File: config.mk
export PLATFORM = sky130hd
export DESIGN_NAME = output_align
export DESIGN_NICKNAME = d
export VERILOG_FILES = /design/src/design/dcache_pkg.sv /design/src/design/output_align.sv
export SDC_FILE = /design/constraint.sdc
export NUM_CORES = 1
export LEC_CHECK = 0
export ABC_CLOCK_PERIOD_IN_PS = 800
export BUFFER_PORTS_ARGS = -buffer_cell sky130_fd_sc_hd__buf_2
export CAP_MARGIN = 20
export CORE_AREA = 2 2 120 210
export CTS_BUF_LIST = sky130_fd_sc_hd__clkbuf_4 sky130_fd_sc_hd__clkbuf_8
export DETAILED_ROUTE_END_ITERATION = 7
export DIE_AREA = 0 0 122 212
export PLACE_DENSITY = 0.72
export SLEW_MARGIN = 25
export SYNTH_ARGS = -nofsm -noshare
export SYNTH_HDL_FRONTEND = slang
export SYNTH_SLANG_ARGS = --single-unit
export TNS_END_PERCENT = 1
File: constraint.sdc
create_clock -name clk -period 0.8 [get_ports clk]
set_input_delay 0.08 -clock clk [delete_from_list [all_inputs] [get_ports clk]]
set_output_delay 0.08 -clock clk [all_outputs]
set_load 0.01 [all_outputs]
File: src/design/dcache_pkg.sv
package dcache_pkg;

   // Address layout
   localparam int VADDR_W    = 32;
   localparam int PADDR_W    = 15;
   localparam int PAGE_OFS_W = 12;
   localparam int FRAME_W    = PADDR_W - PAGE_OFS_W;
   localparam int VPN_W      = VADDR_W - PAGE_OFS_W;

   // Line geometry
   localparam int LINE_BYTES = 16;
   localparam int LINE_W     = LINE_BYTES * 8;
   localparam int OFS_W      = 4;
   localparam int INDEX_W    = 4;
   localparam int TAG_W      = 6;

   // Bit 4 picks the bank, 8:5 the set, 14:9 the tag
   localparam int BANK_BIT   = OFS_W;
   localparam int INDEX_LSB  = BANK_BIT + 1;
   localparam int TAG_LSB    = INDEX_LSB + INDEX_W;

   localparam int DATA_W     = 64;

   typedef logic [VADDR_W-1:0]    vaddr_t;
   typedef logic [PADDR_W-1:0]    paddr_t;
   typedef logic [LINE_W-1:0]     line_t;
   typedef logic [DATA_W-1:0]     data_t;

   typedef logic [TAG_W-1:0]      tag_t;
   typedef logic [INDEX_W-1:0]    index_t;
   typedef logic [OFS_W-1:0]      ofs_t;

   // One enable per line byte
   typedef logic [LINE_BYTES-1:0] byte_en_t;

   // Access is 2**size bytes
   typedef logic [1:0]            size_t;

   typedef logic [6:0]            ptcid_t;

   typedef logic [VPN_W-1:0]      vpn_t;
   typedef logic [FRAME_W-1:0]    frame_t;

endpackage
File: src/design/output_align.sv
`timescale 1ns/1ps

module output_align (
   input  logic                clk,
   input  logic                arst_n_i,
   input  logic                st_valid_i,
   input  logic                st_write_i,
   input  dcache_pkg::ptcid_t  st_ptcid_i,
   input  logic                st_miss_i,
   input  logic                st_prot_i,
   input  dcache_pkg::ofs_t    st_ofs_i,
   input  dcache_pkg::size_t   st_size_i,
   input  logic                st_first_odd_i,
   input  logic                st_even_req_i,
   input  logic                st_odd_req_i,
   input  logic                even_hit_i,
   input  dcache_pkg::line_t   even_line_i,
   input  logic                odd_hit_i,
   input  dcache_pkg::line_t   odd_line_i,
   output logic                resp_valid_o,
   output dcache_pkg::ptcid_t  resp_ptcid_o,
   output dcache_pkg::data_t   resp_data_o,
   output logic                resp_hit_o,
   output logic                tlb_miss_o,
   output logic                prot_exc_o
);
   import dcache_pkg::*;

   logic [2*LINE_W-1:0] pair;
   logic [2*LINE_W-1:0] shifted;
   data_t               size_mask;
   logic                hit;

   // Second line sits above the first
   assign pair    = st_first_odd_i ? {even_line_i, odd_line_i} : {odd_line_i, even_line_i};
   assign shifted = pair >> {st_ofs_i, 3'b000};

   always_comb begin
      case (st_size_i)
         2'd0:    size_mask = data_t'(64'h0000_0000_0000_00ff);
         2'd1:    size_mask = data_t'(64'h0000_0000_0000_ffff);
         2'd2:    size_mask = data_t'(64'h0000_0000_ffff_ffff);
         default: size_mask = '1;
      endcase
   end

   // Faults leave both requests low and so give no hit
   assign hit = (st_even_req_i | st_odd_req_i) &
                (~st_even_req_i | even_hit_i) &
                (~st_odd_req_i | odd_hit_i);

   always_ff @(posedge clk or negedge arst_n_i) begin
      if (!arst_n_i) begin
         resp_valid_o <= 1'b0;
         resp_hit_o   <= 1'b0;
         tlb_miss_o   <= 1'b0;
         prot_exc_o   <= 1'b0;
      end else begin
         resp_valid_o <= st_valid_i;
         resp_hit_o   <= st_valid_i & hit;
         tlb_miss_o   <= st_miss_i;
         prot_exc_o   <= st_prot_i;
      end
   end

   always_ff @(posedge clk) begin
      resp_ptcid_o <= st_ptcid_i;
      resp_data_o  <= st_write_i ? '0 : (shifted[DATA_W-1:0] & size_mask);
   end

endmodule

Word level (Yosys, flattened, before mapping)
Index checks and enable logic that the tools add are counted.

Eq/ne operators: 2. Shifts and indexed selects: 1. Muxes and demuxes: 2. Bitwise operators: 9. Reduce and logical (&&, ||, !) cells: 1.

Operators with widths (number): 256-bit 2-to-1 mux (1); 256-bit by 7-bit right shift with 64-bit output (1); 64-bit one-hot mux with 3 select lines (1); 64-bit bitwise AND (1); 1-bit bitwise AND (3); 1-bit OR (3); 2-bit by 1-bit == test with 1-bit output (second input constant) (1); 2-bit == test (second input constant) (1); 2-bit zero test (1); 1-bit NOT (2).

Register bits: 75. Output and inout port bits: 75. Word-level logic and storage cells: 21.

Logic depth before layout (Yosys ltp)
Depth in word-level cells: 5. Depth in mapped cells: 9.

Worst setup path before layout
No wires, ideal clock.

Path kind: input -> register. Start point: input port st_ofs_i[0]. End point: register resp_data_o[32]. Library setup time: 0.122 ns. Data arrival time: 1.710 ns. Data required time: 0.678 ns. Slack: -1.032 ns. Cell stages on the path: 6. Path buffers: 3. Path through: buf_2 > buf_2 > buf_2 > mux4_2 > mux2_2 > a221o_1.

Longest elaborated chain between the ends: 2.

Ends and longest elaborated chain: from (decl) (RTL line output_align.sv:11) `input dcache_pkg::ofs_t st_ofs_i,`; 256-bit by 7-bit right shift with 64-bit output (RTL line output_align.sv:36) `assign shifted = pair >> {st_ofs_i, 3'b000};`; 64-bit bitwise AND (RTL line output_align.sv:68) `resp_data_o <= st_write_i ? '0 : (shifted[DATA_W-1:0] & size_mask);`; to (signal assigned) (RTL line output_align.sv:68); to (decl) (RTL line output_align.sv:22) `output dcache_pkg::data_t resp_data_o,`.

Every way passes these cells. A chain may end at the register's enable or synchronous reset.

Worst setup path after layout
Start point: input port st_first_odd_i. End point: register resp_data_o[10].

Longest elaborated chain between the ends: 3.

Ends and longest elaborated chain: from (decl) (RTL line output_align.sv:13) `input logic st_first_odd_i,`; 256-bit 2-to-1 mux (RTL line output_align.sv:35) `assign pair = st_first_odd_i ? {even_line_i, odd_line_i} : {odd_line_i, even_line_i};`; 256-bit by 7-bit right shift with 64-bit output (RTL line output_align.sv:36); 64-bit bitwise AND (RTL line output_align.sv:68).

Every way passes these cells.

==> flow_metrics.env <==
export IMPL_area_growth_pct=51.4
export IMPL_fin_ws_ns=-0.666
export IMPL_synth_compound_gate_area_share_pct=11.1
export IMPL_final_antenna_net_count=0
export IMPL_crit_path_max_fanout=7
export IMPL_p_total_mw=17.0
export IMPL_synth_avg_cell_area_sq_um=12.0
export IMPL_grt_start_max_net_pins=35
export IMPL_hp_class="input port to asynchronous set/reset pin"
export IMPL_syn_area_sq_um=10900
export IMPL_worst_hold_slack_ns=0.0275
export IMPL_ios=355
export IMPL_die_y_microns=212
export IMPL_fp_dieW_microns=122
export IMPL_synth_yosys_seq_area_share_pct=13.9
export IMPL_io_buffers=354
export IMPL_status="complete, but fails checks"
export IMPL_start_kind="input port"
export IMPL_setup_viol=139
export IMPL_core_area_sq_um=24200
export IMPL_worstSetupEndpointType="register"
export IMPL_slew_viol_final=0
export IMPL_grt_overflow_total=0
export IMPL_period_minus_slack_ns=1.47
export IMPL_synthArstFlopShare_pct=5.33
export IMPL_failed_checks="negative setup slack"
export IMPL_cts_root_buffer="clkbuf_8"
export IMPL_drc=0
export IMPL_syn_nets=1192
export IMPL_critPathKind="input port to register"
export IMPL_finalNetCount=1778
export IMPL_initial_core_util_pct=45.1
export IMPL_multi_input_area_sq_um=9090
export IMPL_cts_tree="yes"
export IMPL_grt_pass1_wl_microns=72500
export IMPL_crit_arrival_ns=1.72
export IMPL_synth_xor_area_share_pct=0
export IMPL_required_ns=1.05
export IMPL_synth_ff_type="dfxtp_1"
export IMPL_grt_pass1_vias=12700
export IMPL_synth_most_common_cell="mux4_2"
export IMPL_drt_iter0_drc=1218
export IMPL_synthMuxAreaShare_pct=63.5
export IMPL_register_area_sq_um=1590
export IMPL_synth_top_family_by_area="multiplexers"
export IMPL_yosys_area_top_type="mux4_2"
export IMPL_rsz0062_at_grt="yes"
export IMPL_worstMarginPinSlew_ns=1.11
export IMPL_routed_via_count=12400
export IMPL_via_per_inst=6.77
export IMPL_utilization_pct=68.3
export IMPL_hpwl_microns=39100
export IMPL_peakVddDrop_uv=778
export IMPL_drt_total_wl_microns=50100
export IMPL_synth_edf_count=0
export IMPL_fmax_mhz=682
export IMPL_synth_cells=912
export IMPL_nFillCells=1816
export IMPL_stdcell_area_sq_um=16600
export IMPL_dieArea_sq_um=25900
export IMPL_p_leak_nw=7.38
export IMPL_hold_viol_final=0
export IMPL_grt_antenna_before_repair=13
export IMPL_path_clk_slew_ns=0.08
export IMPL_rows=76
export IMPL_numCtsBuffers=9
export IMPL_gp_congestion=0.998
export IMPL_cts_max_level=3
export IMPL_final_layout_size_suffix_gt1_share_pct=67.1
export IMPL_dpl_cell_area_sq_um=15100
export IMPL_fin_setup_tns_ns=-41.88
export IMPL_synth_top_area_share_pct=42.8
export IMPL_drtPass1Iterations=8
export IMPL_yosys_area_share_simple_pct=6.16
export IMPL_cts_path_max_buffers=2
export IMPL_synth_common_cells="mux4_2 (208), mux2i_1 (179), dfxtp_1 (71), nand2_1 (71), o22ai_1 (56)"
export IMPL_drv_cap=0
export IMPL_min_period_over_period_pct=183
export IMPL_grt_use_total_pct=37.4
export IMPL_power_density_nw_per_um2=1030
export IMPL_synth_adder_area_share_pct=0
export IMPL_yosys_warnings=0
export IMPL_synth_distinct_cells=51
export IMPL_ys_seq_elements=75
export IMPL_relSlewSlack_pct=25.4
export IMPL_wl_per_cell_microns=27.4
export IMPL_synth_area_leaders="mux4_2 (43%), mux2i_1 (16%), dfxtp_1 (13%)"
export IMPL_clock_sinks=75
area by class of cell:
class | instances | share of cell area, %
inverters | 3 | 0.0755
clock inverters | 3 | 0.272
well taps | 312 | 2.36
multi-input cells | 734 | 54.9
repair buffers | 675 | 31.5
clock buffers | 13 | 1.04
diodes | 14 | 0.212
flip-flops and latches | 75 | 9.62
critical path, stage by stage:
cell	delay, ns
buf_16	0.14
mux4_2	0.57
mux4_2	0.50
and2_4	0.17
a211o_1	0.25
registers in the layout, summed over array words and instances (netlist names):
signal        cells
resp_hit_o        1
resp_data_o      64
tlb_miss_o        1
prot_exc_o        1
resp_ptcid_o      7
resp_valid_o      1
layer usage:
layer / GRT usage, % / routed length (microns) / vias up
met5: 0 / 0 / -
met4: 24.9 / 3900 / 0
met3: 6.04 / 4560 / 274
met2: 64.3 / 25200 / 990
met1: 42.2 / 16400 / 6046
li1: - / - / 5078
cells in the final DEF, fill, tap and decap left out, drive strengths merged, types with 14 or more instances in the layout:
| cell | instances |
|---|---|
| buf | 659 |
| mux4 | 208 |
| mux2i | 179 |
| nand2 | 71 |
| dfxtp | 71 |
| o22ai | 56 |
| mux2 | 42 |
| a221o | 31 |
| nor2 | 25 |
| dlygate4sd3 | 15 |
| diode | 14 |
| clkbuf | 14 |
through the flow:
stage,worst slack [ns],cells
floorplan,-0.891,912
global placement,-1.18,1771
detailed placement,-1.20,1771
CTS,-0.596,1810
global route,-0.688,1828
finish,-0.666,1829
path summary, 6_finish.rpt:
check | start | end | depth (start not counted)
hold / removal | arst_n_i | resp_hit_o | 2
min in group clk | st_write_i | resp_data_o[12] | 4
setup / recovery | st_first_odd_i | resp_data_o[10] | 5
max in group asynchronous | arst_n_i | prot_exc_o | 2
report_power, final:
| group | switching, mW | total (mW) | internal [mW] |
|---|---|---|---|
| clock | 1.60 | 3.34 | 1.73 |
| combinational | 4.27 | 9.44 | 5.17 |
| sequential | 0.194 | 4.23 | 4.03 |
cell families after synthesis:
logic type | Yosys count
and+or+nand+nor | 147
DFF | 75
muxes | 429
buffers and inverters | 103
AOI/OAI and AO/OA | 158
repair_timing:
item,CTS,global route
setup buffers,4,4
endpoints found under the hold margin,15,0
hold buffers,15,0
gates resized for setup,137,70
endpoints found under the setup margin,139,139
gates cloned,4,1
pin swaps,22,17
Note: power is estimated with default switching activity, not from simulation.
