[src/design/dcache_pkg.sv]
package dcache_pkg;

   // Address layout
   localparam int VADDR_W    = 32;
   localparam int PADDR_W    = 15;
   localparam int PAGE_OFS_W = 12;
   localparam int FRAME_W    = PADDR_W - PAGE_OFS_W;
   localparam int VPN_W      = VADDR_W - PAGE_OFS_W;

   // Line geometry
   localparam int LINE_BYTES = 16;
   localparam int LINE_W     = LINE_BYTES * 8;
   localparam int OFS_W      = 4;
   localparam int INDEX_W    = 4;
   localparam int TAG_W      = 6;

   // Bit 4 picks the bank, 8:5 the set, 14:9 the tag
   localparam int BANK_BIT   = OFS_W;
   localparam int INDEX_LSB  = BANK_BIT + 1;
   localparam int TAG_LSB    = INDEX_LSB + INDEX_W;

   localparam int DATA_W     = 64;

   typedef logic [VADDR_W-1:0]    vaddr_t;
   typedef logic [PADDR_W-1:0]    paddr_t;
   typedef logic [LINE_W-1:0]     line_t;
   typedef logic [DATA_W-1:0]     data_t;

   typedef logic [TAG_W-1:0]      tag_t;
   typedef logic [INDEX_W-1:0]    index_t;
   typedef logic [OFS_W-1:0]      ofs_t;

   // One enable per line byte
   typedef logic [LINE_BYTES-1:0] byte_en_t;

   // Access is 2**size bytes
   typedef logic [1:0]            size_t;

   typedef logic [6:0]            ptcid_t;

   typedef logic [VPN_W-1:0]      vpn_t;
   typedef logic [FRAME_W-1:0]    frame_t;

endpackage
[src/design/tlb_translate.sv]
`timescale 1ns/1ps

module tlb_translate #(
   parameter int TLB_ENTRIES = 8
) (
   input  logic                                 clk,
   input  logic                                 arst_n_i,
   input  logic                                 req_valid_i,
   input  logic                                 req_write_i,
   input  dcache_pkg::vaddr_t                   req_vaddr_i,
   input  dcache_pkg::size_t                    req_size_i,
   input  dcache_pkg::data_t                    req_wdata_i,
   input  dcache_pkg::ptcid_t                   req_ptcid_i,
   input  dcache_pkg::vpn_t   [TLB_ENTRIES-1:0] tlb_vp_i,
   input  dcache_pkg::frame_t [TLB_ENTRIES-1:0] tlb_pf_i,
   input  logic               [TLB_ENTRIES-1:0] tlb_v_i,
   input  logic               [TLB_ENTRIES-1:0] tlb_p_i,
   input  logic               [TLB_ENTRIES-1:0] tlb_rw_i,
   output logic                                 tr_valid_o,
   output logic                                 tr_write_o,
   output dcache_pkg::paddr_t                   tr_paddr_o,
   output dcache_pkg::size_t                    tr_size_o,
   output dcache_pkg::data_t                    tr_wdata_o,
   output dcache_pkg::ptcid_t                   tr_ptcid_o,
   output logic                                 tr_miss_o,
   output logic                                 tr_prot_o
);
   import dcache_pkg::*;

   vpn_t   req_vpn;
   logic   match;
   frame_t match_frame;
   logic   match_p;
   logic   match_rw;
   logic   fault_prot;

   assign req_vpn = req_vaddr_i[VADDR_W-1:PAGE_OFS_W];

   // Scan downwards so the lowest matching entry is the one kept
   always_comb begin
      match       = 1'b0;
      match_frame = '0;
      match_p     = 1'b0;
      match_rw    = 1'b0;
      for (int k = TLB_ENTRIES - 1; k >= 0; k--) begin
         if (tlb_v_i[k] && (tlb_vp_i[k] == req_vpn)) begin
            match       = 1'b1;
            match_frame = tlb_pf_i[k];
            match_p     = tlb_p_i[k];
            match_rw    = tlb_rw_i[k];
         end
      end
   end

   // Not present, or a store to a read-only page
   assign fault_prot = match & (~match_p | (req_write_i & ~match_rw));

   always_ff @(posedge clk or negedge arst_n_i) begin
      if (!arst_n_i) begin
         tr_valid_o <= 1'b0;
         tr_miss_o  <= 1'b0;
         tr_prot_o  <= 1'b0;
      end else begin
         tr_valid_o <= req_valid_i;
         tr_miss_o  <= req_valid_i & ~match;
         tr_prot_o  <= req_valid_i & fault_prot;
      end
   end

   always_ff @(posedge clk) begin
      tr_write_o <= req_write_i;
      tr_paddr_o <= {match_frame, req_vaddr_i[PAGE_OFS_W-1:0]};
      tr_size_o  <= req_size_i;
      tr_wdata_o <= req_wdata_i;
      tr_ptcid_o <= req_ptcid_i;
   end

endmodule

[config.mk]
export PLATFORM = sky130hd
export DESIGN_NAME = tlb_translate
export DESIGN_NICKNAME = d
export VERILOG_FILES = /design/src/design/dcache_pkg.sv /design/src/design/tlb_translate.sv
export SDC_FILE = /design/constraint.sdc
export NUM_CORES = 1
export LEC_CHECK = 0
export ABC_CLOCK_PERIOD_IN_PS = 1200
export BUFFER_PORTS_ARGS = -buffer_cell sky130_fd_sc_hd__buf_2
export CAP_MARGIN = 20
export CORE_AREA = 5 5 155 157
export CTS_CLUSTER_DIAMETER = 80
export CTS_CLUSTER_SIZE = 16
export DETAILED_ROUTE_END_ITERATION = 7
export DIE_AREA = 0 0 160 162
export HOLD_SLACK_MARGIN = 0.12
export SYNTH_ARGS = -nofsm -noshare
export SYNTH_HDL_FRONTEND = slang
export SYNTH_SLANG_ARGS = --single-unit
[constraint.sdc]
create_clock -name clk -period 1.2 [get_ports clk]
set_clock_uncertainty 0.05 [all_clocks]
set_input_delay 0.24 -clock clk [delete_from_list [all_inputs] [get_ports clk]]
set_output_delay 0.24 -clock clk [all_outputs]
set_load 0.02 [all_outputs]
**Word level (Yosys, flattened, before mapping)**

Index checks and enable logic that the tools add are counted.

- Mux-type cells: 32
- Equal/unequal tests: 8
- Reductions and logical operators: 8
- Bitwise gates (word level): 8

Operators by type and width:

| operator | number |
|---|---|
| 20-bit == test | 8 |
| 1-bit two-way mux | 24 |
| 3-bit two-way mux | 8 |
| 1-bit logical AND | 8 |
| 1-bit bitwise AND | 4 |
| 1-bit NOT | 3 |
| 1-bit OR | 1 |

- Logic and storage cells: 64
- Register bits after elaboration: 92

**Depth between registers and ports, before layout**

Gate-level depths: netlist (run 1).

- Depth after elaboration: 15
- Mapped depth: 10

**Worst setup path after synthesis (run 1)**

Ideal clock, no wire load.

- Path kind: input -> register
- Start: in req_vaddr_i[25]
- End: reg tr_prot_o
- Library setup time: 77 ps
- Slack: -931 ps
- Stages on the path: 10
- Data arrival time: 2004 ps
- Cell sequence: buf_2 > xor2_1 > nor4_1 > nand4_1 > or2_1 > buf_6 > a311o_1 > a31oi_1 > o211ai_1 > a21oi_1

- Word-level cells in the longest chain between the ends: 15
- Elaborated cells on any way between the ends: 46
- Classes of those cells: 8 x eq/ne; 24 x mux; 6 x bitwise; 8 x reduce/logical

Ends and longest elaborated chain:

| item | RTL line | text |
|---|---|---|
| start, declared | tlb_translate.sv:10 | `input dcache_pkg::vaddr_t req_vaddr_i,` |
| 20-bit == test | tlb_translate.sv:46 | `if (tlb_v_i[k] && (tlb_vp_i[k] == req_vpn)) begin` |
| 1-bit logical AND | tlb_translate.sv:46 |  |
| 1-bit two-way mux (8 in a row) | tlb_translate.sv:46 |  |
| 1-bit NOT | tlb_translate.sv:56 | `assign fault_prot = match & (~match_p \| (req_write_i & ~match_rw));` |
| 1-bit bitwise AND | tlb_translate.sv:56 |  |
| 1-bit OR | tlb_translate.sv:56 |  |
| 1-bit bitwise AND * | tlb_translate.sv:56 |  |
| 1-bit bitwise AND * | tlb_translate.sv:66 | `tr_prot_o <= req_valid_i & fault_prot;` |
| end signal, assigned | tlb_translate.sv:66 |  |
| end, declared | tlb_translate.sv:26 | `output logic tr_prot_o` |

Every way passes the cells marked *; elsewhere a longest branch is shown, timed or not.

**Final worst setup path (run 1)**

- Start: in req_vaddr_i[12]
- End: reg tr_paddr_o[13]

- Word-level cells in the longest chain between the ends: 10
- Elaborated cells on any way between the ends: 24
- Classes of those cells: 8 x eq/ne; 8 x mux; 8 x reduce/logical

Ends and longest elaborated chain:

| item | RTL line | text |
|---|---|---|
| 20-bit == test | tlb_translate.sv:46 |  |
| 1-bit logical AND | tlb_translate.sv:46 |  |
| 3-bit two-way mux (7 in a row) | tlb_translate.sv:46 |  |
| 3-bit two-way mux * | tlb_translate.sv:46 |  |
| net match_frame[1] | tlb_translate.sv:32 | `frame_t match_frame;` |
| end signal, assigned | tlb_translate.sv:72 | `tr_paddr_o <= {match_frame, req_vaddr_i[PAGE_OFS_W-1:0]};` |
| end, declared | tlb_translate.sv:21 | `output dcache_pkg::paddr_t tr_paddr_o,` |

Mark *: on every way through the listed nets, which the timed path passes. The rest lies on a longest branch.

==> reports/results.ini, run 1 <==
[run_status]
status = finished, violations left
violations = negative setup slack

[logic_synthesis]
postSynthRegisterBits = 92
seq_area_frac_synth = 0.441
synthCells = 401
synth_xor_area_frac = 0.336
netlist_area_sq_um = 4210
synthAdderAreaFrac = 0
synth_compound_gate_area_share = 0.0466
synthDistinctLibCells = 41
synth_largest_area_cell = sky130_fd_sc_hd__dfxtp_1
synth_area_per_cell_sq_um = 10.5
synth_edf_count = 0
dominant_combinational_cell_family_by_area_after_synthesis = XOR/XNOR gates
yosysWarningCount = 0
postSynth.asyncResetShare = 0.0326
postSynth.topFlopCell = sky130_fd_sc_hd__dfxtp_1
muxShareOfSynthArea = 0.00238
synth.top_cells.by_area = sky130_fd_sc_hd__dfxtp_1 42%, sky130_fd_sc_hd__xnor2_1 19%, sky130_fd_sc_hd__xor2_1 14%, sky130_fd_sc_hd__nand4_1 3.3%, sky130_fd_sc_hd__nor4_1 2.7%
synthSimpleGateAreaFrac = 0.130
synthDominantCellAreaShare = 0.423
synthesis.nets = 718

[sta]
slew_headroom = 0.734
period_utilization = 1.64
timing.final.crit_period_ns = 1.96
clock.fmax_mhz = 509
final-setup-viol-count = 5
timing.final.max_slew_violations = 0
setup_ws_ns = -0.765
grt_setup_unrepaired = true
worst_hold_slack_ns = 0.140
hold_viol_final = 0
tightest_slew_ns = 0.396

[detailed_routing]
antenna_violating_nets_post_route = 0
route.vias.total = 5245
route.final.wire_length_um = 27100
drcViolationCount = 0
wl_per_cell_um = 21.6
drt_first_iter_violations = 219
first_pass_iters = 4
viasPerCell = 4.18

[global_routing]
wire_length_of_the_first_global_routing_pass_um = 38200
total_gr_overflow = 0
grt_start_max_net_pins = 20
antenna_found_initial = 3
total_global_route_track_usage = 0.199
first_global_vias = 5843

[placement]
dp.final_hpwl_um = 22900
detailed_place.area_sq_um = 7030
post-place-ws_ns = -1.72
post-place-cells = 1136
port-buffer-count = 408
gp_congestion = 0.840

[worst_setup_path]
path_buf_inv = 4
worst-endpoint-arrival_ns = 2.15
critical_path.top_delay_family = compound AO/OA/AOI/OAI gates
critPathMaxStageDelay_ns = 0.28
crit_path_max_fanout = 7
kind_of_capture_point_of_the_worst_setup_path = flop
crit_required_ns = 1.39
crit_slowest_cell = sky130_fd_sc_hd__nor4_1
critical_path.cell_chain = buf_6, buf_4, xor2_1, nor4_1, nand4_1, buf_6, nor2_4, buf_6, a21oi_4, a211oi_4, o22ai_2, a221oi_2
sort_of_element_at_the_start_of_the_critical_path = input pin
worstSetupPathType = in -> reg
cp_common_cell = sky130_fd_sc_hd__buf_6

[cells_and_area]
fraction_of_final_layout_cells_sized_beyond_drive_strength_1 = 0.579
number_of_filler_cells_placed_in_the_layout = 2211
areaGrowthSynthToFinish_pct = 111
final_design_area_no_fill_sq_um = 8880
fin_nets = 1283
antenna_cells = 0
number_of_non_filler_instances_in_the_completed_layout = 1256

[power]
peak_supply_drop_uv = 672
leakagePower_nw = 4.25
power_mw = 8.36
pwr_density_cell_nw_per_um2 = 941

[cts]
clock_sink_count = 92
cts_tree = yes
htree_levels = 3
cts_clock_pin_slew_for_the_worst_setup_and_hold_paths_ns = 0.07
clock_tree.buffer_depth = 2
numCtsBuffers = 9
ctsRootBufferMaster = sky130_fd_sc_hd__clkbuf_16

[floorplanning]
fp.dieArea_sq_um = 25900
rows = 55
pin_count = 409
initial_utilization = 0.188
floorplan.core_area_sq_um = 22400
die-width_um = 160
die_y_um = 162

[flow_run]
cap_violations = 0

[min_path]
hp-class = in -> reg

==> cell usage after synthesis, types with 2 or more instances <==
library cell,count
sky130_fd_sc_hd__a211oi_1,4
sky130_fd_sc_hd__a21oi_1,6
sky130_fd_sc_hd__a311o_1,2
sky130_fd_sc_hd__a31oi_1,2
sky130_fd_sc_hd__and3_1,3
sky130_fd_sc_hd__buf_2,11
sky130_fd_sc_hd__buf_6,9
sky130_fd_sc_hd__dfrtp_1,3
sky130_fd_sc_hd__dfxtp_1,89
sky130_fd_sc_hd__inv_1,6
sky130_fd_sc_hd__nand2_1,8
sky130_fd_sc_hd__nand3_1,14
sky130_fd_sc_hd__nand4_1,22
sky130_fd_sc_hd__nor2_1,8
sky130_fd_sc_hd__nor3_1,7
sky130_fd_sc_hd__nor4_1,18
sky130_fd_sc_hd__nor4_2,3
sky130_fd_sc_hd__o211ai_1,2
sky130_fd_sc_hd__o21ai_0,5
sky130_fd_sc_hd__xnor2_1,90
sky130_fd_sc_hd__xor2_1,68
sky130_fd_sc_hd__xor2_2,2
==> metal layers <==
layer | share of wire | routed length, um | global-route usage | vias up
li1 | - | - | - | 2480
met1 | 0.34 | 9330 | 0.201 | 2430
met2 | 0.54 | 14700 | 0.391 | 285
met3 | 0.079 | 2140 | 0.0589 | 44
met4 | 0.032 | 873 | 0.0610 | 6
met5 | 0.0015 | 41 | 0 | -
==> kinds of logic after synthesis <==
logic type / Yosys count
xor gates and xnor gates: 160
muxes: 1
buffers and inverters: 27
and+or+nand+nor: 92
AOI/OAI and AO/OA: 29
DFF: 92
==> where the power goes <==
| group | switching, mW | internal, mW | total (mW) |
|---|---|---|---|
| Combinational | 1.08 | 1.23 | 2.31 |
| Clock | 1.32 | 1.48 | 2.79 |
| Sequential | 0.0423 | 3.21 | 3.25 |
==> final timing paths <==
kind                                  from             end  slack, ns  cells after the start
min in group asynchronous         arst_n_i       tr_miss_o       0.21                      2
max in group asynchronous         arst_n_i      tr_valid_o       0.78                      2
worst min-delay path           tlb_pf_i[5]  tr_paddr_o[14]       0.14                      3
worst max-delay path       req_vaddr_i[12]  tr_paddr_o[13]      -0.76                     12
==> metrics by stage <==
step | utilization | TNS (ns)
6_report | 0.397 | -3.65
2_1_floorplan | - | -3.73
3_3_place_gp | 0.314 | -7.17
3_5_place_dp | 0.314 | -7.26
4_1_cts | 0.381 | -3.78
5_1_grt | 0.397 | -4.42
==> flip-flops by register name, summed over array words and instances (netlist names) <==
register,count
tr_size_o,2
tr_paddr_o,15
tr_write_o,1
tr_miss_o,1
tr_ptcid_o,7
tr_prot_o,1
tr_wdata_o,64
tr_valid_o,1
==> cell type report <==
| class | instances | area (sq um) | share of cell area |
|---|---|---|---|
| Timing Repair Buffer | 575 | 3820 | 0.430 |
| Sequential cell | 92 | 1860 | 0.209 |
| Clock buffer | 9 | 225 | 0.0254 |
| Multi-Input combinational cell | 282 | 2530 | 0.284 |
| Clock inverter | 7 | 75.1 | 0.00845 |
| Tap cell | 285 | 357 | 0.0401 |
| Inverter | 6 | 22.5 | 0.00254 |
==> cells in the final DEF, fill, tap and decap left out, drive strengths merged, types with 2 or more instances in the layout <==
cell and count:
nand3 14, o211ai 2, xor2 70, and3 3, clkbuf 9, dfxtp 89
xnor2 90, a311o 2, nor4 22, a31oi 2, inv 10, nor3 7
dlygate4sd3 88, clkinv 2, a21oi 6, nor2 9, buf 487, dfrtp 3
nand4 22, nand2 8, o21ai 6, a211oi 4
==> timing repair <==
item	4_1_cts	5_1_grt
pin swaps	29	41
gates resized for setup	72	49
endpoints found under the setup margin	5	5
setup buffers	2	14
hold endpoints to repair	91	0
hold buffers	88	0
No activity file was read; power rests on OpenSTA's default activity.
==> inputs of run 2 (changes only) <==
--- a/config.mk
+++ b/config.mk
@@ -5,14 +5,15 @@
 export SDC_FILE = /design/constraint.sdc
 export NUM_CORES = 1
 export LEC_CHECK = 0
+export ABC_AREA = 1
 export ABC_CLOCK_PERIOD_IN_PS = 1200
 export BUFFER_PORTS_ARGS = -buffer_cell sky130_fd_sc_hd__buf_2
 export CAP_MARGIN = 20
-export CORE_AREA = 5 5 155 157
+export CORE_AREA = 5 5 154 156
 export CTS_CLUSTER_DIAMETER = 80
 export CTS_CLUSTER_SIZE = 16
 export DETAILED_ROUTE_END_ITERATION = 7
-export DIE_AREA = 0 0 160 162
+export DIE_AREA = 0 0 159 161
 export HOLD_SLACK_MARGIN = 0.12
 export SYNTH_ARGS = -nofsm -noshare
 export SYNTH_HDL_FRONTEND = slang
==> run 2 against run 1 <==
Net effect: the run still ends with negative setup slack left; maximum frequency rose by 13%; final area rose by 4.4%; cell count rose by 24%; count of clock-buffer cells in the layout did not move; flip-flop and latch count did not move; first-iteration DRC count rose by 96%; global-route usage rose by 2.9 points; setup slack improved by 0.23 ns; synthesized area rose by 13%; critical path depth rose by 1; worst hold slack barely moved; routed wire length rose by 14%; critical path type unchanged; critical endpoint is now tr_prot_o.
==> reports/results.ini, run 2 <==
[global_routing]
grt_start_max_net_pins = 20  ; unchanged
total_gr_overflow = 0  ; unchanged
wire_length_of_the_first_global_routing_pass_um = 43600  ; +14%
total_global_route_track_usage = 0.228  ; +0.0288
first_global_vias = 7045  ; +21%
antenna_found_initial = 7  ; +4

[sta]
final-setup-viol-count = 5  ; unchanged
timing.final.crit_period_ns = 1.73  ; -0.234 ns
timing.final.max_slew_violations = 0  ; unchanged
setup_ws_ns = -0.531  ; +0.234 ns
tightest_slew_ns = 0.373  ; -0.0227 ns
period_utilization = 1.44  ; -0.195
hold_viol_final = 0  ; unchanged
slew_headroom = 0.751  ; +0.0175
grt_setup_unrepaired = true
clock.fmax_mhz = 578  ; +13%

[logic_synthesis]
synthCells = 689  ; +72%
synthMostInstantiatedCell = sky130_fd_sc_hd__nand2_1
synthDominantCellAreaShare = 0.374  ; -0.0491
netlist_area_sq_um = 4760  ; +13%
synthesis.nets = 1006  ; +40%
yosysWarningCount = 0  ; unchanged
postSynth.topFlopCell = sky130_fd_sc_hd__dfxtp_1
synth.top_cells.by_area = sky130_fd_sc_hd__dfxtp_1 37%, sky130_fd_sc_hd__nand2_1 18%, sky130_fd_sc_hd__inv_1 6.0%, sky130_fd_sc_hd__nor2_1 5.5%, sky130_fd_sc_hd__xnor2_1 4.8%
synth_largest_area_cell = sky130_fd_sc_hd__dfxtp_1
postSynth.asyncResetShare = 0.0326  ; unchanged
synthDistinctLibCells = 41  ; unchanged
synth_commonest_cells = 226 x sky130_fd_sc_hd__nand2_1, 89 x sky130_fd_sc_hd__dfxtp_1, 76 x sky130_fd_sc_hd__inv_1
seq_area_frac_synth = 0.390  ; -0.0512
postSynthRegisterBits = 92  ; unchanged
synth_area_per_cell_sq_um = 6.92  ; -34%
synth_edf_count = 0  ; unchanged

[placement]
dp.final_hpwl_um = 25400  ; +11%
gp_congestion = 0.908  ; +8.1%
port-buffer-count = 408  ; unchanged

[floorplanning]
pin_count = 409  ; unchanged
floorplan.core_area_sq_um = 22200  ; -0.62%
die-width_um = 159  ; -0.63%
rows = 55  ; unchanged
initial_utilization = 0.214  ; +0.0260
die_y_um = 161  ; -0.62%
fp.dieArea_sq_um = 25600  ; -1.2%

[worst_setup_path]
crit_slowest_cell = sky130_fd_sc_hd__nor3_2
crit_path_max_fanout = 6  ; -1
kind_of_capture_point_of_the_worst_setup_path = flop
sort_of_element_at_the_start_of_the_critical_path = input pin
worstSetupPathType = in -> reg
critical_path.cell_chain = buf_12, inv_8, or2_4, nand4_1, nor3_2, nand3b_1, nand2_1, nor3_2, nor2_1, nand2_2, nand2_1, nand2_1, a21oi_2
critPathMaxStageDelay_ns = 0.28  ; about the same
cp_common_cell = sky130_fd_sc_hd__nand2_1
worst-endpoint-arrival_ns = 1.96  ; -0.19 ns
crit_required_ns = 1.43  ; +0.04 ns

[cts]
clock_sink_count = 92  ; unchanged
cts_clock_pin_slew_for_the_worst_setup_and_hold_paths_ns = 0.08  ; about the same
htree_levels = 3  ; unchanged
ctsRootBufferMaster = sky130_fd_sc_hd__clkbuf_16
cts_tree = yes
clock_tree.buffer_depth = 2  ; unchanged
numCtsBuffers = 9  ; unchanged

[power]
leakagePower_nw = 4.92  ; +16%
peak_supply_drop_uv = 596  ; -11%
pwr_density_cell_nw_per_um2 = 921  ; -2.2%
power_mw = 8.54  ; +2.1%

[flow_run]
cap_violations = 0  ; unchanged

[detailed_routing]
drcViolationCount = 0  ; unchanged
first_pass_iters = 8  ; +4
drt_first_iter_violations = 430  ; +96%
route.final.wire_length_um = 30800  ; +14%
wl_per_cell_um = 19.8  ; -8.2%
viasPerCell = 4.45  ; +6.5%
route.vias.total = 6913  ; +32%
antenna_violating_nets_post_route = 0  ; unchanged

[cells_and_area]
largest-register = tr_wdata_o
fraction_of_final_layout_cells_sized_beyond_drive_strength_1 = 0.469  ; -0.110
register_area_sq_um = 1860  ; about the same
layout.core_utilization = 0.417  ; +0.0200
largest_register_ffs = 64  ; unchanged
most-common-layout-cells = 390 x sky130_fd_sc_hd__buf_2, 222 x sky130_fd_sc_hd__nand2_1, 90 x sky130_fd_sc_hd__dlygate4sd3_1
multi_input_comb_area_sq_um = 2650  ; +5.1%
areaGrowthSynthToFinish_pct = 94.6
fin_nets = 1578  ; +23%
number_of_filler_cells_placed_in_the_layout = 2317  ; +4.8%
layout_top_registers = tr_wdata_o x64, tr_paddr_o x15, tr_ptcid_o x7
mostFrequentLayoutCell = sky130_fd_sc_hd__buf_2

[min_path]
holdCritStartpoint = tlb_pf_i[5]
hold-path-cell-count = 3  ; unchanged
min_to = tr_paddr_o[14]
hp-class = in -> reg

[run_status]
status = finished, violations left
violations = negative setup slack

==> run 2: cell types whose count changed in the layout (fill, tap and decap cells not counted), sizes merged, moves of 5 or more <==
cell,change
nand2,+222
nor2,+64
a21oi,+5
xor2,-61
nor4,-17
a22o,+5
nand3,+6
o22ai,+20
xnor2,-64
or2,+6
a221oi,+6
nand4,-12
inv,+81
o21ai,+36
==> run 2: logic make-up after synthesis <==
group                     share of synthesized area
DFF                                           0.390
AOI/OAI and AO/OA                             0.126
xor gates and xnor gates                     0.0643
buffers and inverters                         0.105
and+or+nand+nor                               0.315
==> run 2: per-layer routing <==
| layer | track usage | up-vias | wire length, um |
|---|---|---|---|
| met5 | 0 | - | 56 |
| met4 | 0.118 | 8 | 1780 |
| met3 | 0.0628 | 87 | 2490 |
| met2 | 0.408 | 376 | 15400 |
| met1 | 0.245 | 3104 | 11100 |
| li1 | - | 3338 | - |
==> run 2: cell type report <==
type / count / share of cell area
Clock inverter: 7 / 0.00918
Sequential cell: 92 / 0.200
Antenna cell: 4 / 0.00108
Tap cell: 285 / 0.0385
Multi-Input combinational cell: 489 / 0.286
Clock buffer: 9 / 0.0243
Inverter: 91 / 0.0441
Timing Repair Buffer: 578 / 0.396
==> run 2: timing repair <==
action | 4_1_cts | 5_1_grt
pin swaps | 26 | 35
hold endpoints to repair | 94 | 0
resized for setup | 80 | 42
setup endpoints to repair | 7 | 8
buffers inserted | 9 | 6
hold buffers | 90 | 0
==> run 2: critical path, delay by kind of cell <==
| family | cells | cell delay (ns) |
|---|---|---|
| buf+inv | 2 | 0.18 |
| simple gates | 10 | 1.40 |
| compound gates | 1 | 0.13 |
==> run 2: worst max path at each step <==
stage | cells after the start | to | slack [ns] | startpoint
floorplan | 10 | tr_paddr_o[12] | -0.48 | req_vaddr_i[24]
global placement | 13 | tr_paddr_o[13] | -1.11 | req_vaddr_i[28]
detailed placement | 13 | tr_paddr_o[13] | -1.12 | req_vaddr_i[28]
CTS | 12 | tr_prot_o | -0.47 | req_vaddr_i[27]
global route | 14 | tr_prot_o | -0.72 | req_vaddr_i[19]
finish | 13 | tr_prot_o | -0.53 | req_vaddr_i[27]
==> run 2: power breakdown <==
| group | internal, mW | switching, mW | total, mW |
|---|---|---|---|
| clock | 1.48 | 1.36 | 2.84 |
| combinational | 1.17 | 1.27 | 2.44 |
| sequential | 3.21 | 0.0453 | 3.26 |
| total | 5.86 | 2.68 | 8.54 |
==> run 2: per-stage QoR <==
step	setup TNS (ns)	worst slack [ns]	cells	hold WS, ns	area, sq um
floorplan	-2.24	-0.483	689	-0.106	4790
global placement	-5.34	-1.11	1431	0.000932	7540
detailed placement	-5.34	-1.12	1431	0.00548	7540
CTS	-2.16	-0.473	1545	0.124	9080
global route	-2.93	-0.717	1554	0.150	9270
finish	-2.32	-0.531	1555	0.140	9270
