===== src/design/dcache_pkg.sv =====
package dcache_pkg;

   // Address layout
   localparam int VADDR_W    = 32;
   localparam int PADDR_W    = 15;
   localparam int PAGE_OFS_W = 12;
   localparam int FRAME_W    = PADDR_W - PAGE_OFS_W;
   localparam int VPN_W      = VADDR_W - PAGE_OFS_W;

   // Line geometry
   localparam int LINE_BYTES = 16;
   localparam int LINE_W     = LINE_BYTES * 8;
   localparam int OFS_W      = 4;
   localparam int INDEX_W    = 4;
   localparam int TAG_W      = 6;

   // Bit 4 picks the bank, 8:5 the set, 14:9 the tag
   localparam int BANK_BIT   = OFS_W;
   localparam int INDEX_LSB  = BANK_BIT + 1;
   localparam int TAG_LSB    = INDEX_LSB + INDEX_W;

   localparam int DATA_W     = 64;

   typedef logic [VADDR_W-1:0]    vaddr_t;
   typedef logic [PADDR_W-1:0]    paddr_t;
   typedef logic [LINE_W-1:0]     line_t;
   typedef logic [DATA_W-1:0]     data_t;

   typedef logic [TAG_W-1:0]      tag_t;
   typedef logic [INDEX_W-1:0]    index_t;
   typedef logic [OFS_W-1:0]      ofs_t;

   // One enable per line byte
   typedef logic [LINE_BYTES-1:0] byte_en_t;

   // Access is 2**size bytes
   typedef logic [1:0]            size_t;

   typedef logic [6:0]            ptcid_t;

   typedef logic [VPN_W-1:0]      vpn_t;
   typedef logic [FRAME_W-1:0]    frame_t;

endpackage

===== src/design/bank_split.sv =====
`timescale 1ns/1ps

module bank_split (
   input  logic                   clk,
   input  logic                   arst_n_i,
   input  logic                   tr_valid_i,
   input  logic                   tr_write_i,
   input  dcache_pkg::paddr_t     tr_paddr_i,
   input  dcache_pkg::size_t      tr_size_i,
   input  dcache_pkg::data_t      tr_wdata_i,
   input  dcache_pkg::ptcid_t     tr_ptcid_i,
   input  logic                   tr_miss_i,
   input  logic                   tr_prot_i,
   output logic                   sp_valid_o,
   output logic                   sp_write_o,
   output dcache_pkg::ptcid_t     sp_ptcid_o,
   output logic                   sp_miss_o,
   output logic                   sp_prot_o,
   output dcache_pkg::ofs_t       sp_ofs_o,
   output dcache_pkg::size_t      sp_size_o,
   output logic                   sp_even_req_o,
   output logic                   sp_odd_req_o,
   output dcache_pkg::paddr_t     sp_even_addr_o,
   output dcache_pkg::paddr_t     sp_odd_addr_o,
   output dcache_pkg::byte_en_t   sp_even_be_o,
   output dcache_pkg::byte_en_t   sp_odd_be_o,
   output dcache_pkg::line_t      sp_even_wdata_o,
   output dcache_pkg::line_t      sp_odd_wdata_o,
   output logic                   sp_first_odd_o
);
   import dcache_pkg::*;

   localparam int WIN_W = 2 * LINE_BYTES;

   ofs_t                ofs;
   logic [3:0]          nbytes;
   logic [WIN_W-1:0]    window;
   logic [2*LINE_W-1:0] lanes;
   paddr_t              first_addr;
   paddr_t              second_addr;
   logic                first_odd;
   logic                no_fault;
   byte_en_t            even_be;
   byte_en_t            odd_be;

   assign ofs    = tr_paddr_i[OFS_W-1:0];
   assign nbytes = 4'd1 << tr_size_i;

   // Byte window over two consecutive lines, low half is the first line
   assign window = ((WIN_W'(1) << nbytes) - WIN_W'(1)) << ofs;
   assign lanes  = {{(2*LINE_W-DATA_W){1'b0}}, tr_wdata_i} << {ofs, 3'b000};

   assign first_addr  = {tr_paddr_i[PADDR_W-1:OFS_W], {OFS_W{1'b0}}};
   assign second_addr = first_addr + paddr_t'(LINE_BYTES);
   assign first_odd   = tr_paddr_i[BANK_BIT];
   assign no_fault    = tr_valid_i & ~tr_miss_i & ~tr_prot_i;

   assign even_be = first_odd ? window[WIN_W-1:LINE_BYTES] : window[LINE_BYTES-1:0];
   assign odd_be  = first_odd ? window[LINE_BYTES-1:0] : window[WIN_W-1:LINE_BYTES];

   always_ff @(posedge clk or negedge arst_n_i) begin
      if (!arst_n_i) begin
         sp_valid_o    <= 1'b0;
         sp_miss_o     <= 1'b0;
         sp_prot_o     <= 1'b0;
         sp_even_req_o <= 1'b0;
         sp_odd_req_o  <= 1'b0;
      end else begin
         sp_valid_o    <= tr_valid_i;
         sp_miss_o     <= tr_miss_i;
         sp_prot_o     <= tr_prot_i;
         sp_even_req_o <= no_fault & (|even_be);
         sp_odd_req_o  <= no_fault & (|odd_be);
      end
   end

   always_ff @(posedge clk) begin
      sp_write_o      <= tr_write_i;
      sp_ptcid_o      <= tr_ptcid_i;
      sp_ofs_o        <= ofs;
      sp_size_o       <= tr_size_i;
      sp_first_odd_o  <= first_odd;
      sp_even_be_o    <= even_be;
      sp_odd_be_o     <= odd_be;
      sp_even_addr_o  <= first_odd ? second_addr : first_addr;
      sp_odd_addr_o   <= first_odd ? first_addr : second_addr;
      sp_even_wdata_o <= first_odd ? lanes[2*LINE_W-1:LINE_W] : lanes[LINE_W-1:0];
      sp_odd_wdata_o  <= first_odd ? lanes[LINE_W-1:0] : lanes[2*LINE_W-1:LINE_W];
   end

endmodule


===== config.mk =====
export PLATFORM = sky130hd
export DESIGN_NAME = bank_split
export DESIGN_NICKNAME = d
export VERILOG_FILES = /design/src/design/dcache_pkg.sv /design/src/design/bank_split.sv
export SDC_FILE = /design/constraint.sdc
export NUM_CORES = 1
export LEC_CHECK = 0
export ABC_AREA = 1
export BUFFER_PORTS_ARGS = -buffer_cell sky130_fd_sc_hd__buf_2
export CAP_MARGIN = 20
export CORE_AREA = 2 2 169 171
export CTS_CLUSTER_SIZE = 40
export DETAILED_ROUTE_END_ITERATION = 8
export DIE_AREA = 0 0 171 173
export PLACE_DENSITY = 0.76
export SYNTH_ARGS = -nofsm -noshare
export SYNTH_HDL_FRONTEND = slang
export SYNTH_SLANG_ARGS = --single-unit
export TNS_END_PERCENT = 1

===== constraint.sdc =====
create_clock -name clk -period 1.05 [get_ports clk]
set_input_delay 0.315 -clock clk [delete_from_list [all_inputs] [get_ports clk]]
set_output_delay 0.315 -clock clk [all_outputs]
set_load 0.01 [all_outputs]

After elaboration in Yosys (flattened, before gate mapping)
Index checks and enable logic that the tools add are counted.
Storage, ports and cells
  register bits: 338
  logic and storage cells: 40
  output and inout port bits: 338
  bits of input ports: 94
Cells by class
  shift operators: 4
  bitwise logic cells: 6
  reduce and logical (&&, ||, !) cells: 2
  add/sub/neg operators: 2
  muxes and demuxes: 6
Operator list (count)
  $mux W128: 2
  $shl A64 B7 Y256: 1
  $mux W16: 2
  $reduce_or A16 Y1: 2
  $shl A1 B4 Y32 const A: 1
  $shl A32 B4 Y32: 1
  $sub A32 B2 Y32 const B: 1
  $mux W15: 2
  $add A15 B5 Y15 const B: 1
  $and A1 B1 Y1: 4
  $shl A1 B2 Y4 const A: 1
  $not A1 Y1: 2

Depth between registers and ports, before layout
Gate-level depths: netlist (run 1).
  word-level depth: 7
  depth in mapped cells: 16
  mapped depth without buffers: 15

Least setup slack after synthesis (run 1)
No wires, ideal clock.
  kind: input-to-reg
  start: input port tr_size_i[1]
  end: register sp_odd_req_o
  data required time: 0.935 ns
  arrival: 1.688 ns
  path slack: -0.754 ns
  setup time: 0.115 ns
  stages: 16
  buffers on the path: 1
  cells stage by stage: buf_2 > nor2_1 > inv_1 > ha_1 > inv_1 > nor2_2 > nand3_1 > o21ai_0 > nor2_1 > nand2_1 > nand2_1 > nand2_1 > nor2_1 > nand2_1 > nor2_1 > nor2_1
Between the ends
  cells in the longest elaborated chain, start to end: 7
RTL lines
  start: declaration: RTL line bank_split.sv:9  | input dcache_pkg::size_t tr_size_i,
  $shl A1 B2 Y4: RTL line bank_split.sv:47  | assign nbytes = 4'd1 << tr_size_i;
  $shl A1 B4 Y32: RTL line bank_split.sv:50  | assign window = ((WIN_W'(1) << nbytes) - WIN_W'(1)) << ofs;
  $sub A32 B2 Y32: RTL line bank_split.sv:50
  $shl A32 B4 Y32: RTL line bank_split.sv:50
  $mux W16: RTL line bank_split.sv:59  | assign odd_be = first_odd ? window[LINE_BYTES-1:0] : window[WIN_W-1:LINE_BYTES];
  $reduce_or A16 Y1: RTL line bank_split.sv:73  | sp_odd_req_o <= no_fault & (|odd_be);
  $and A1 B1 Y1: RTL line bank_split.sv:73
  end signal: assignment: RTL line bank_split.sv:73
  end: declaration: RTL line bank_split.sv:22  | output logic sp_odd_req_o,
No other way between the ends.
A chain may end at the register's enable or synchronous reset.

Final worst setup path (run 1)
  start: register sp_prot_o
  end: output port sp_prot_o
RTL lines
  start: declaration: RTL line bank_split.sv:18  | output logic sp_prot_o,
  start signal: assignment: RTL line bank_split.sv:71  | sp_prot_o <= tr_prot_i;
No word-level cell between the ends.

==> run summary, run 1 <==
The share of flip-flops with an asynchronous set or reset works out to 0.01515. The tools report the number of antenna-violating nets in the routed design as 0. The cell count after synthesis came out at 1822.

The detailed router placed 15266 vias in this run. STA classifies the critical path endpoint as an output port. After detailed routing, the average wire length per cell comes to 19.55 um. The number of synthesis warnings was 0. The slowest library cell on the worst path is sky130_fd_sc_hd__dfrtp_1. The share of final-layout standard cells stronger than drive strength 1 came out at 0.4586.

In this run, synthesis produced a sequential element count of 330. In this run, synthesis inferred 0 flip-flops with an integrated enable. The synthesis-to-layout area growth was 58.29%; the largest net degree at the start of global routing was 96. Setup violations remaining at the end of the flow were counted as 602. The final critical-path setup slack was -0.3222 ns; the post-synthesis cell type count was 33. Along the worst hold path, the cell count comes to 2. TritonCTS created 31 clock buffers. IR analysis of the VDD net gives a maximum drop of 0.001207 V. The highest net fanout along the worst path came out at 1.

Timing would allow up to 728.8 MHz. The number of vias per cell after detailed routing came out at 5.364. In the routed design, unresolved DRC markers number 0. The final reports fail on setup timing. The height of the chip works out to 173 um. Endpoint with the worst hold slack: sp_odd_addr_o[13]$_DFF_P_. For the number of global-route vias before repair, the log shows 14791. After synthesis, the largest family of logic cells by area is simple AND/OR/NAND/NOR gates. No sink is reached through more buffers than the 3 on the longest clock path. The adder-cell share of the synthesized area was 0.004690; the number of pins exceeding their max-slew limit in the final report was 0. The cell sitting at the root of the clock tree is a sky130_fd_sc_hd__clkbuf_16. The tools report the H-tree depth as 1.

The final design area excluding fillers was 21120 um2; the count of routing violations after the opening detailed-route iteration was 1337. The average cell area after synthesis is 7.322 um2. The setup path with the least slack is of type reg2out. Summed over all nets, the half-perimeter wirelength after detailed placement is 38.46 mm.

The tightest hold path in the finished design has a slack of 0.02971 ns. The xor-xnor portion of the synthesized cell area was 0.005909; the die outline width was 171 um. Summing all placed instances gives a cell area of 17510 um2. The tools report the static power due to leakage as 0.01014 uW. The worst setup path is launched from a register. Subtracting the final worst setup slack from the clock period gives 1.372 ns. The number of standard cells in the layout, taps in and fillers out came out at 2846.

The tool flagged a number of max-cap violations equal to 0. After synthesis, the cell types taking the most area are sky130_fd_sc_hd__dfxtp_1 49%, sky130_fd_sc_hd__nand2_1 14%, sky130_fd_sc_hd__nor2_1 7.5%. Summing every instance area after synthesis gives 13340 um2.

STA puts the critical path data arrival time at 1.06 ns. The sequential share of the synthesized area was 0.4971. Traced cell by cell, the critical path runs through buf_2.

For the worst setup path, the data required time is 0.73 ns. The portion of the clock cycle consumed by the worst path in the final layout came out at 1.307. Starting density of the core: 0.4828.

For the number of antenna violations at the first check in global routing, the log shows 34. The overall global routing resource usage is 0.3544, and the share of synthesized area spent on multiplexers is 0.01426. For this run the aggregate overflow at the end of global routing stands at 0.

In this run the most critical hold path is launched from tr_paddr_i[13]. After floorplanning, the core was divided into 61 placement rows. The run gives 0 as the final count of hold timing violations. Summed over all instances, the cell type with the most area after synthesis is sky130_fd_sc_hd__dfxtp_1. In the final layout, the multi-input gates occupy 6933 um2. The tools report the placed instance count as 2737. Power spread over the standard cell area amounts to 1548 nW/um2. The tools report the first-pass GRT wire length as 81.57 mm.

The fill cell instance count of the final layout was 1877. Buffers placed on the I/O ports in this run total 423. The tools report the number of placed I/O pins as 432.

The share of the synthesized area in compound gates (AO/OA/AOI/OAI) was 0.1302; the biggest cell delay along the critical path was 0.37 ns. The net count of the finished layout is 2514. TritonCTS built the clock tree.

For the utilization after layout, the log shows 0.7643. The register area is 6764 um2, and the simple logic cell fraction of the synthesized area is 0.2675. On the critical path the largest part of the delay comes from flip-flops. The total die area was 29580 um2. The tools report the final routed wirelength across all metal layers as 55.64 mm.

The share of the synthesized area in the top cell type came out at 0.4877. At the end of routability-driven placement, the weighted congestion stood at 1.004. The region available for standard cell placement spans 27630 um2.

Setup repair after global routing could not meet its margin everywhere. The run gives 330 as the number of clock sinks seen by CTS. The pre-antenna-repair detailed-routing pass consisted of 5 iterations. The buffer and inverter count on the worst path is 1.

The flow ran to the end, but the final reports show violations. The clock edge transition at the registers on the reported setup and hold paths was 0.07 ns. Most instantiated flip-flop cell in the synthesis netlist: sky130_fd_sc_hd__dfxtp_1. The worst hold path belongs to the class in2reg.
[worst max path at each step]
stage / startpoint / end / slack (ns) / cells after the start
6_report: sp_prot_o$_DFF_PN0_ / sp_prot_o / -0.32 / 1
5_1_grt: tr_size_i[1] / sp_even_req_o$_DFF_PN0_ / -0.41 / 16
4_1_cts: sp_even_req_o$_DFF_PN0_ / sp_even_req_o / -0.34 / 1
3_5_place_dp: tr_paddr_i[0] / sp_odd_wdata_o[104]$_SDFF_PN0_ / -1.05 / 10
3_3_place_gp: tr_paddr_i[0] / sp_even_wdata_o[104]$_SDFF_PP0_ / -1.04 / 10
2_1_floorplan: tr_size_i[1] / sp_odd_req_o$_DFF_PN0_ / -0.62 / 16
[cells by family (layout without fill, tap and decap cells)]
group	Yosys count	in the layout
AOI/OAI and AO/OA	327	327
xor gates and xnor gates	9	9
adders and majority gates	5	5
buffers and inverters	230	836
DFF	330	330
muxes	19	19
other	2	42
and+or+nand+nor	900	900
[cells in the mapped netlist (9+ instances only)]
master and n:
sky130_fd_sc_hd__mux2i_1 19, sky130_fd_sc_hd__buf_6 12, sky130_fd_sc_hd__nand3_1 82, sky130_fd_sc_hd__clkbuf_1 50
sky130_fd_sc_hd__inv_1 81, sky130_fd_sc_hd__nor3_1 23, sky130_fd_sc_hd__o21ai_0 129, sky130_fd_sc_hd__nor2_1 265
sky130_fd_sc_hd__dfxtp_1 325, sky130_fd_sc_hd__o22ai_1 26, sky130_fd_sc_hd__nand2_1 514, sky130_fd_sc_hd__buf_4 18
sky130_fd_sc_hd__o21ai_2 9, sky130_fd_sc_hd__buf_2 35, sky130_fd_sc_hd__buf_1 28, sky130_fd_sc_hd__o21ai_1 146
sky130_fd_sc_hd__a31oi_1 11
[flip-flops by register name, indices dropped and copies added (netlist names)]
| register | count |
|---|---|
| sp_even_req_o | 1 |
| sp_odd_req_o | 1 |
| sp_first_odd_o | 1 |
| sp_ofs_o | 4 |
| sp_odd_wdata_o | 128 |
| sp_miss_o | 1 |
| sp_write_o | 1 |
| sp_even_addr_o | 11 |
| sp_valid_o | 1 |
| sp_even_wdata_o | 128 |
| sp_even_be_o | 16 |
| sp_odd_addr_o | 11 |
| sp_prot_o | 1 |
| sp_odd_be_o | 16 |
| sp_size_o | 2 |
| sp_ptcid_o | 7 |
[per-stage QoR]
stage,TNS (ns),setup slack (ns),power (uW)
floorplan,-122.98,-0.6226,16730
global placement,-225.54,-1.039,19490
detailed placement,-232.20,-1.046,19570
CTS,-104.14,-0.3393,32130
global route,-144.06,-0.4142,33780
finish,-115.52,-0.3222,32680
[metal layers]
metal,track usage,up-vias,part of all wire
li1,-,7062,-
met1,0.3890,7064,0.35
met2,0.6077,861,0.49
met3,0.07965,269,0.084
met4,0.2362,10,0.075
met5,0,-,0.0013
[cell type report]
type,instances,area share
flip-flops and latches,330,0.3203
clock inverters,15,0.01013
clock buffers,41,0.04041
well taps,378,0.02240
inverters,87,0.01689
diodes,30,0.003555
repair inverters,1,0.0002963
multi-input cells,1272,0.3283
repair buffers,692,0.2577
[placed cells by master (no fill, tap or decap), types with 9 or more instances in the layout]
| cell | instances |
|---|---|
| sky130_fd_sc_hd__nor3_1 | 16 |
| sky130_fd_sc_hd__inv_1 | 73 |
| sky130_fd_sc_hd__nand2_1 | 464 |
| sky130_fd_sc_hd__o21ai_2 | 88 |
| sky130_fd_sc_hd__nand2_4 | 10 |
| sky130_fd_sc_hd__conb_1 | 12 |
| sky130_fd_sc_hd__o21ai_4 | 13 |
| sky130_fd_sc_hd__buf_12 | 25 |
| sky130_fd_sc_hd__dfxtp_2 | 103 |
| sky130_fd_sc_hd__diode_2 | 30 |
| sky130_fd_sc_hd__nand3_2 | 20 |
| sky130_fd_sc_hd__dfxtp_1 | 221 |
| sky130_fd_sc_hd__dlygate4sd3_1 | 13 |
| sky130_fd_sc_hd__o21ai_1 | 90 |
| sky130_fd_sc_hd__buf_4 | 211 |
| sky130_fd_sc_hd__buf_2 | 303 |
| sky130_fd_sc_hd__nor3_2 | 9 |
| sky130_fd_sc_hd__nor2_2 | 29 |
| sky130_fd_sc_hd__nor2_1 | 233 |
| sky130_fd_sc_hd__o22ai_1 | 9 |
| sky130_fd_sc_hd__o21ai_0 | 93 |
| sky130_fd_sc_hd__buf_6 | 129 |
| sky130_fd_sc_hd__clkbuf_16 | 34 |
| sky130_fd_sc_hd__nand2_2 | 43 |
| sky130_fd_sc_hd__nand3_1 | 59 |
| sky130_fd_sc_hd__o22ai_2 | 17 |
[power breakdown]
part           total (uW)  internal (uW)  switching [uW]
sequential          13800          13400             337
combinational        7120           3030            4090
clock               11800           6950            4870
[what timing repair did]
| action | CTS | global route |
|---|---|---|
| gates resized for setup | 452 | 134 |
| endpoints found under the setup margin | 607 | 622 |
| hold buffers | 13 | 0 |
| pin swaps | 32 | 40 |
| endpoints found under the hold margin | 17 | 0 |
| setup buffers | 4 | 4 |
| gates cloned | 4 | 3 |
No activity file was read; power rests on OpenSTA's default activity.
==> inputs of run 2 (changes only) <==
--- a/config.mk
+++ b/config.mk
@@ -8,11 +8,12 @@
 export ABC_AREA = 1
 export BUFFER_PORTS_ARGS = -buffer_cell sky130_fd_sc_hd__buf_2
 export CAP_MARGIN = 20
-export CORE_AREA = 2 2 169 171
+export CORE_MARGIN = 2
+export CORE_UTILIZATION = 30
 export CTS_CLUSTER_SIZE = 40
 export DETAILED_ROUTE_END_ITERATION = 8
-export DIE_AREA = 0 0 171 173
-export PLACE_DENSITY = 0.76
+export GPL_ROUTABILITY_DRIVEN = 1
+export SKIP_LAST_GASP = 1
 export SYNTH_ARGS = -nofsm -noshare
 export SYNTH_HDL_FRONTEND = slang
 export SYNTH_SLANG_ARGS = --single-unit
==> run 2 against run 1 <==
  * The run still ends with setup timing left
  * Sequential share of layout area grew 1.1 points
  * Clock power is 19% higher
  * First-iteration DRC count decreased by 22%
  * Largest power group is now clock
  * Via count fell by 5.8%
  * Flip-flop and latch count stayed put
  * Highest routed layer unchanged
  * Sequential power hardly changed
  * Worst hold slack got worse by 0.0020 ns
==> run summary, run 2 (same netlist as run 1, synthesis figures left out) <==
The run finished, with violations left. The final reports fail on setup timing. The number of clock sinks seen by CTS was 330. The first TritonRoute pass finished after 5 iterations.

Counting along the longest clock path gives a buffer depth of 3. The post-detailed-route DRC marker count is 0. For the H-tree depth, the log shows 2. Number of global-route vias before repair: 13620. The most critical setup path has its startpoint at tr_paddr_i[0].

Setup repair after global routing could not meet its margin everywhere. Summed over all layers, the routed wires come to 55.89 mm. Routability-driven placement finished with a final weighted congestion of 0.9012. For the count of routing violations after the opening detailed-route iteration, the log shows 1037.

The worst setup path is launched from an input port. After clock tree synthesis, the clock-pin slew on the worst setup and hold paths is 0.06 ns. The cell family contributing the most delay on the critical path is buffers and inverters. The height of the chip was 214.9 um.

The endpoint kind of the worst setup timing path was a register. The time the final worst path needs with I/O delays and setup came out at 1.410 ns. Port buffering added 423 buffers.

The run gives 37 as the clock buffer count from CTS. The cell area power density works out to 1696 nW/um2. Summing over every cut layer, the via total after detailed routing is 14381.

After floorplanning, the core was divided into 77 placement rows. The first-pass GRT wire length is 82.24 mm. For this design the static power due to leakage is 0.009973 uW. The combinational cell fraction of total power was 0.185.

The final count of hold timing violations is 0, and the portion of the clock cycle consumed by the worst path in the final layout is 1.343. Switching power as a share of total power: 0.2727. The proportion of power drawn by the clock network is 0.414, and the starting density of the core is 0.3030.

Synthesis-to-layout area growth: 50.17%. The floorplan step defined a die boundary enclosing 46170 um2. The overall global routing resource usage is 0.2337, and the worst slack after detailed placement is -1.038 ns. Capture point of the worst path: sp_even_wdata_o[102]$_SDFF_PP0_. Counting the fill cells in the layout gives 4423. TritonCTS built the clock tree. The run gives 0 as the count of max-cap constraint violations. Along the worst path, the maximum fanout reaches 8.

The logs give 2539 for the final net count and 20030 um2 for the final design area excluding fillers. The tools report the global route total overflow as 0. In the final routed layout, each cell accounts on average for 18.21 um. The largest net degree at the start of global routing was 83. The placed instances occupy a cell area of 17780 um2. In this run the number of cells on the critical path is 10. The library cell used as clock root buffer was sky130_fd_sc_hd__clkbuf_16.

From left edge to right edge, the die measures 214.9 um. Once detail routing completed, the nets flagged for antenna violations numbered 0. The logs give 615 for the count of final setup violators and 709.2 MHz for the maximum clock frequency. The largest registers in the layout are sp_even_wdata_o (128), sp_odd_wdata_o (128). Number of pins exceeding their max-slew limit in the final report: 0.

The worst setup path is of the in2reg kind. Together, buffers and inverters on the worst path number 4. During I/O placement, the number of pins put on the boundary was 432. Final critical-path setup slack: -0.3601 ns. The share of final-layout standard cells stronger than drive strength 1 was 0.3654. Using the TritonRoute via totals, the vias-per-cell ratio works out to 4.684. In this run the standard cell core region covers 44030 um2. The class of the worst hold path was in2reg.

The internal portion of the total power is 24710 uW. Leaving out fill and tap cells, the most frequent cell in the layout is sky130_fd_sc_hd__nand2_1. The number of antenna violations at the first check in global routing is 26. Biggest cell delay along the critical path: 0.39 ns. The tools report the largest voltage drop on the vdd net as 0.001362 V.

The signal on the critical path passes through buf_12 > buf_12 > buf_4 > mux2i_1 > nand2_1 > o21ai_1 > o22ai_1 > o21ai_1 > buf_4 > nor2_1. Data on the critical path arrives at its endpoint at 1.83 ns. The power dissipated by switching net loads is 9262 uW. For this design, the slowest cell found on the critical path is sky130_fd_sc_hd__mux2i_1. The logs give 0.401 for the part of the total power dissipated in sequential elements and 1.47 ns for the required time reported for the critical path endpoint. The design draws 33970 uW. Leaving out fill and tap cells, the most frequent cells in the layout are 480 x sky130_fd_sc_hd__nand2_1, 417 x sky130_fd_sc_hd__buf_2, 322 x sky130_fd_sc_hd__dfxtp_1, 253 x sky130_fd_sc_hd__nor2_1, 248 x sky130_fd_sc_hd__buf_4. For the placed wire-length estimate, the log shows 44.13 mm. For the final routed database, the setup TNS stands at -137.32 ns. Worst hold slack after final layout: 0.02776 ns.
[run 2: worst min path at each step]
stage / depth (start not counted) / slack (ns) / to / startpoint
after floorplan: 0 / 0.02 / sp_even_req_o$_DFF_PN0_ / arst_n_i
after CTS: 2 / 0.002 / sp_odd_addr_o[11]$_DFF_P_ / tr_paddr_i[11]
final: 2 / 0.03 / sp_odd_addr_o[11]$_DFF_P_ / tr_paddr_i[11]
after global routing: 2 / 0.01 / sp_odd_addr_o[11]$_DFF_P_ / tr_paddr_i[11]
after detailed placement: 1 / 0.15 / sp_miss_o$_DFF_PN0_ / arst_n_i
after global placement: 1 / 0.15 / sp_valid_o$_DFF_PN0_ / arst_n_i
[run 2: metal layers]
layer	GRT usage	wire length, um	share of wire	up-vias
li1	-	-	-	7065
met1	0.2881	23350	0.42	6653
met4	0.06620	1514	0.027	30
met3	0.07261	4736	0.085	104
met2	0.3920	26100	0.47	529
met5	0	197	0.0035	-
[run 2: layout make-up]
cell class / instances / area, um2 / share of cell area
Inverter: 87 / 349.1 / 0.01743
Clock buffer: 48 / 1080 / 0.05390
Multi-Input combinational cell: 1272 / 6220 / 0.3105
Antenna cell: 12 / 30.03 / 0.001499
Tap cell: 592 / 740.7 / 0.03697
Sequential cell: 330 / 6638 / 0.3313
Timing Repair Buffer: 712 / 4703 / 0.2348
Clock inverter: 17 / 272.8 / 0.01362
[run 2: power groups by stage]
stage          sequential [uW]  combinational [uW]  clock (uW)
2_1_floorplan            14300                2430           0
3_3_place_gp             13900                5810           0
3_5_place_dp             13900                5840           0
4_1_cts                  13600                6040       14400
5_1_grt                  13700                6820       14800
6_report                 13600                6270       14100
[run 2: repair_timing]
action / 4_1_cts / 5_1_grt
hold buffers: 16 / 0
cloned: 3 / 1
pin swaps: 2 / 37
endpoints found under the setup margin: 619 / 626
resized for setup: 43 / 107
hold endpoints to repair: 20 / 0
setup buffers: 3 / 7
[run 2: stage by stage]
stage | util | instances
after CTS | 0.4441 | 3051
final | 0.4550 | 3070
after global routing | 0.4546 | 3063
after detailed placement | 0.4038 | 2965
after global placement | 0.4038 | 2965
after floorplan | - | 1832
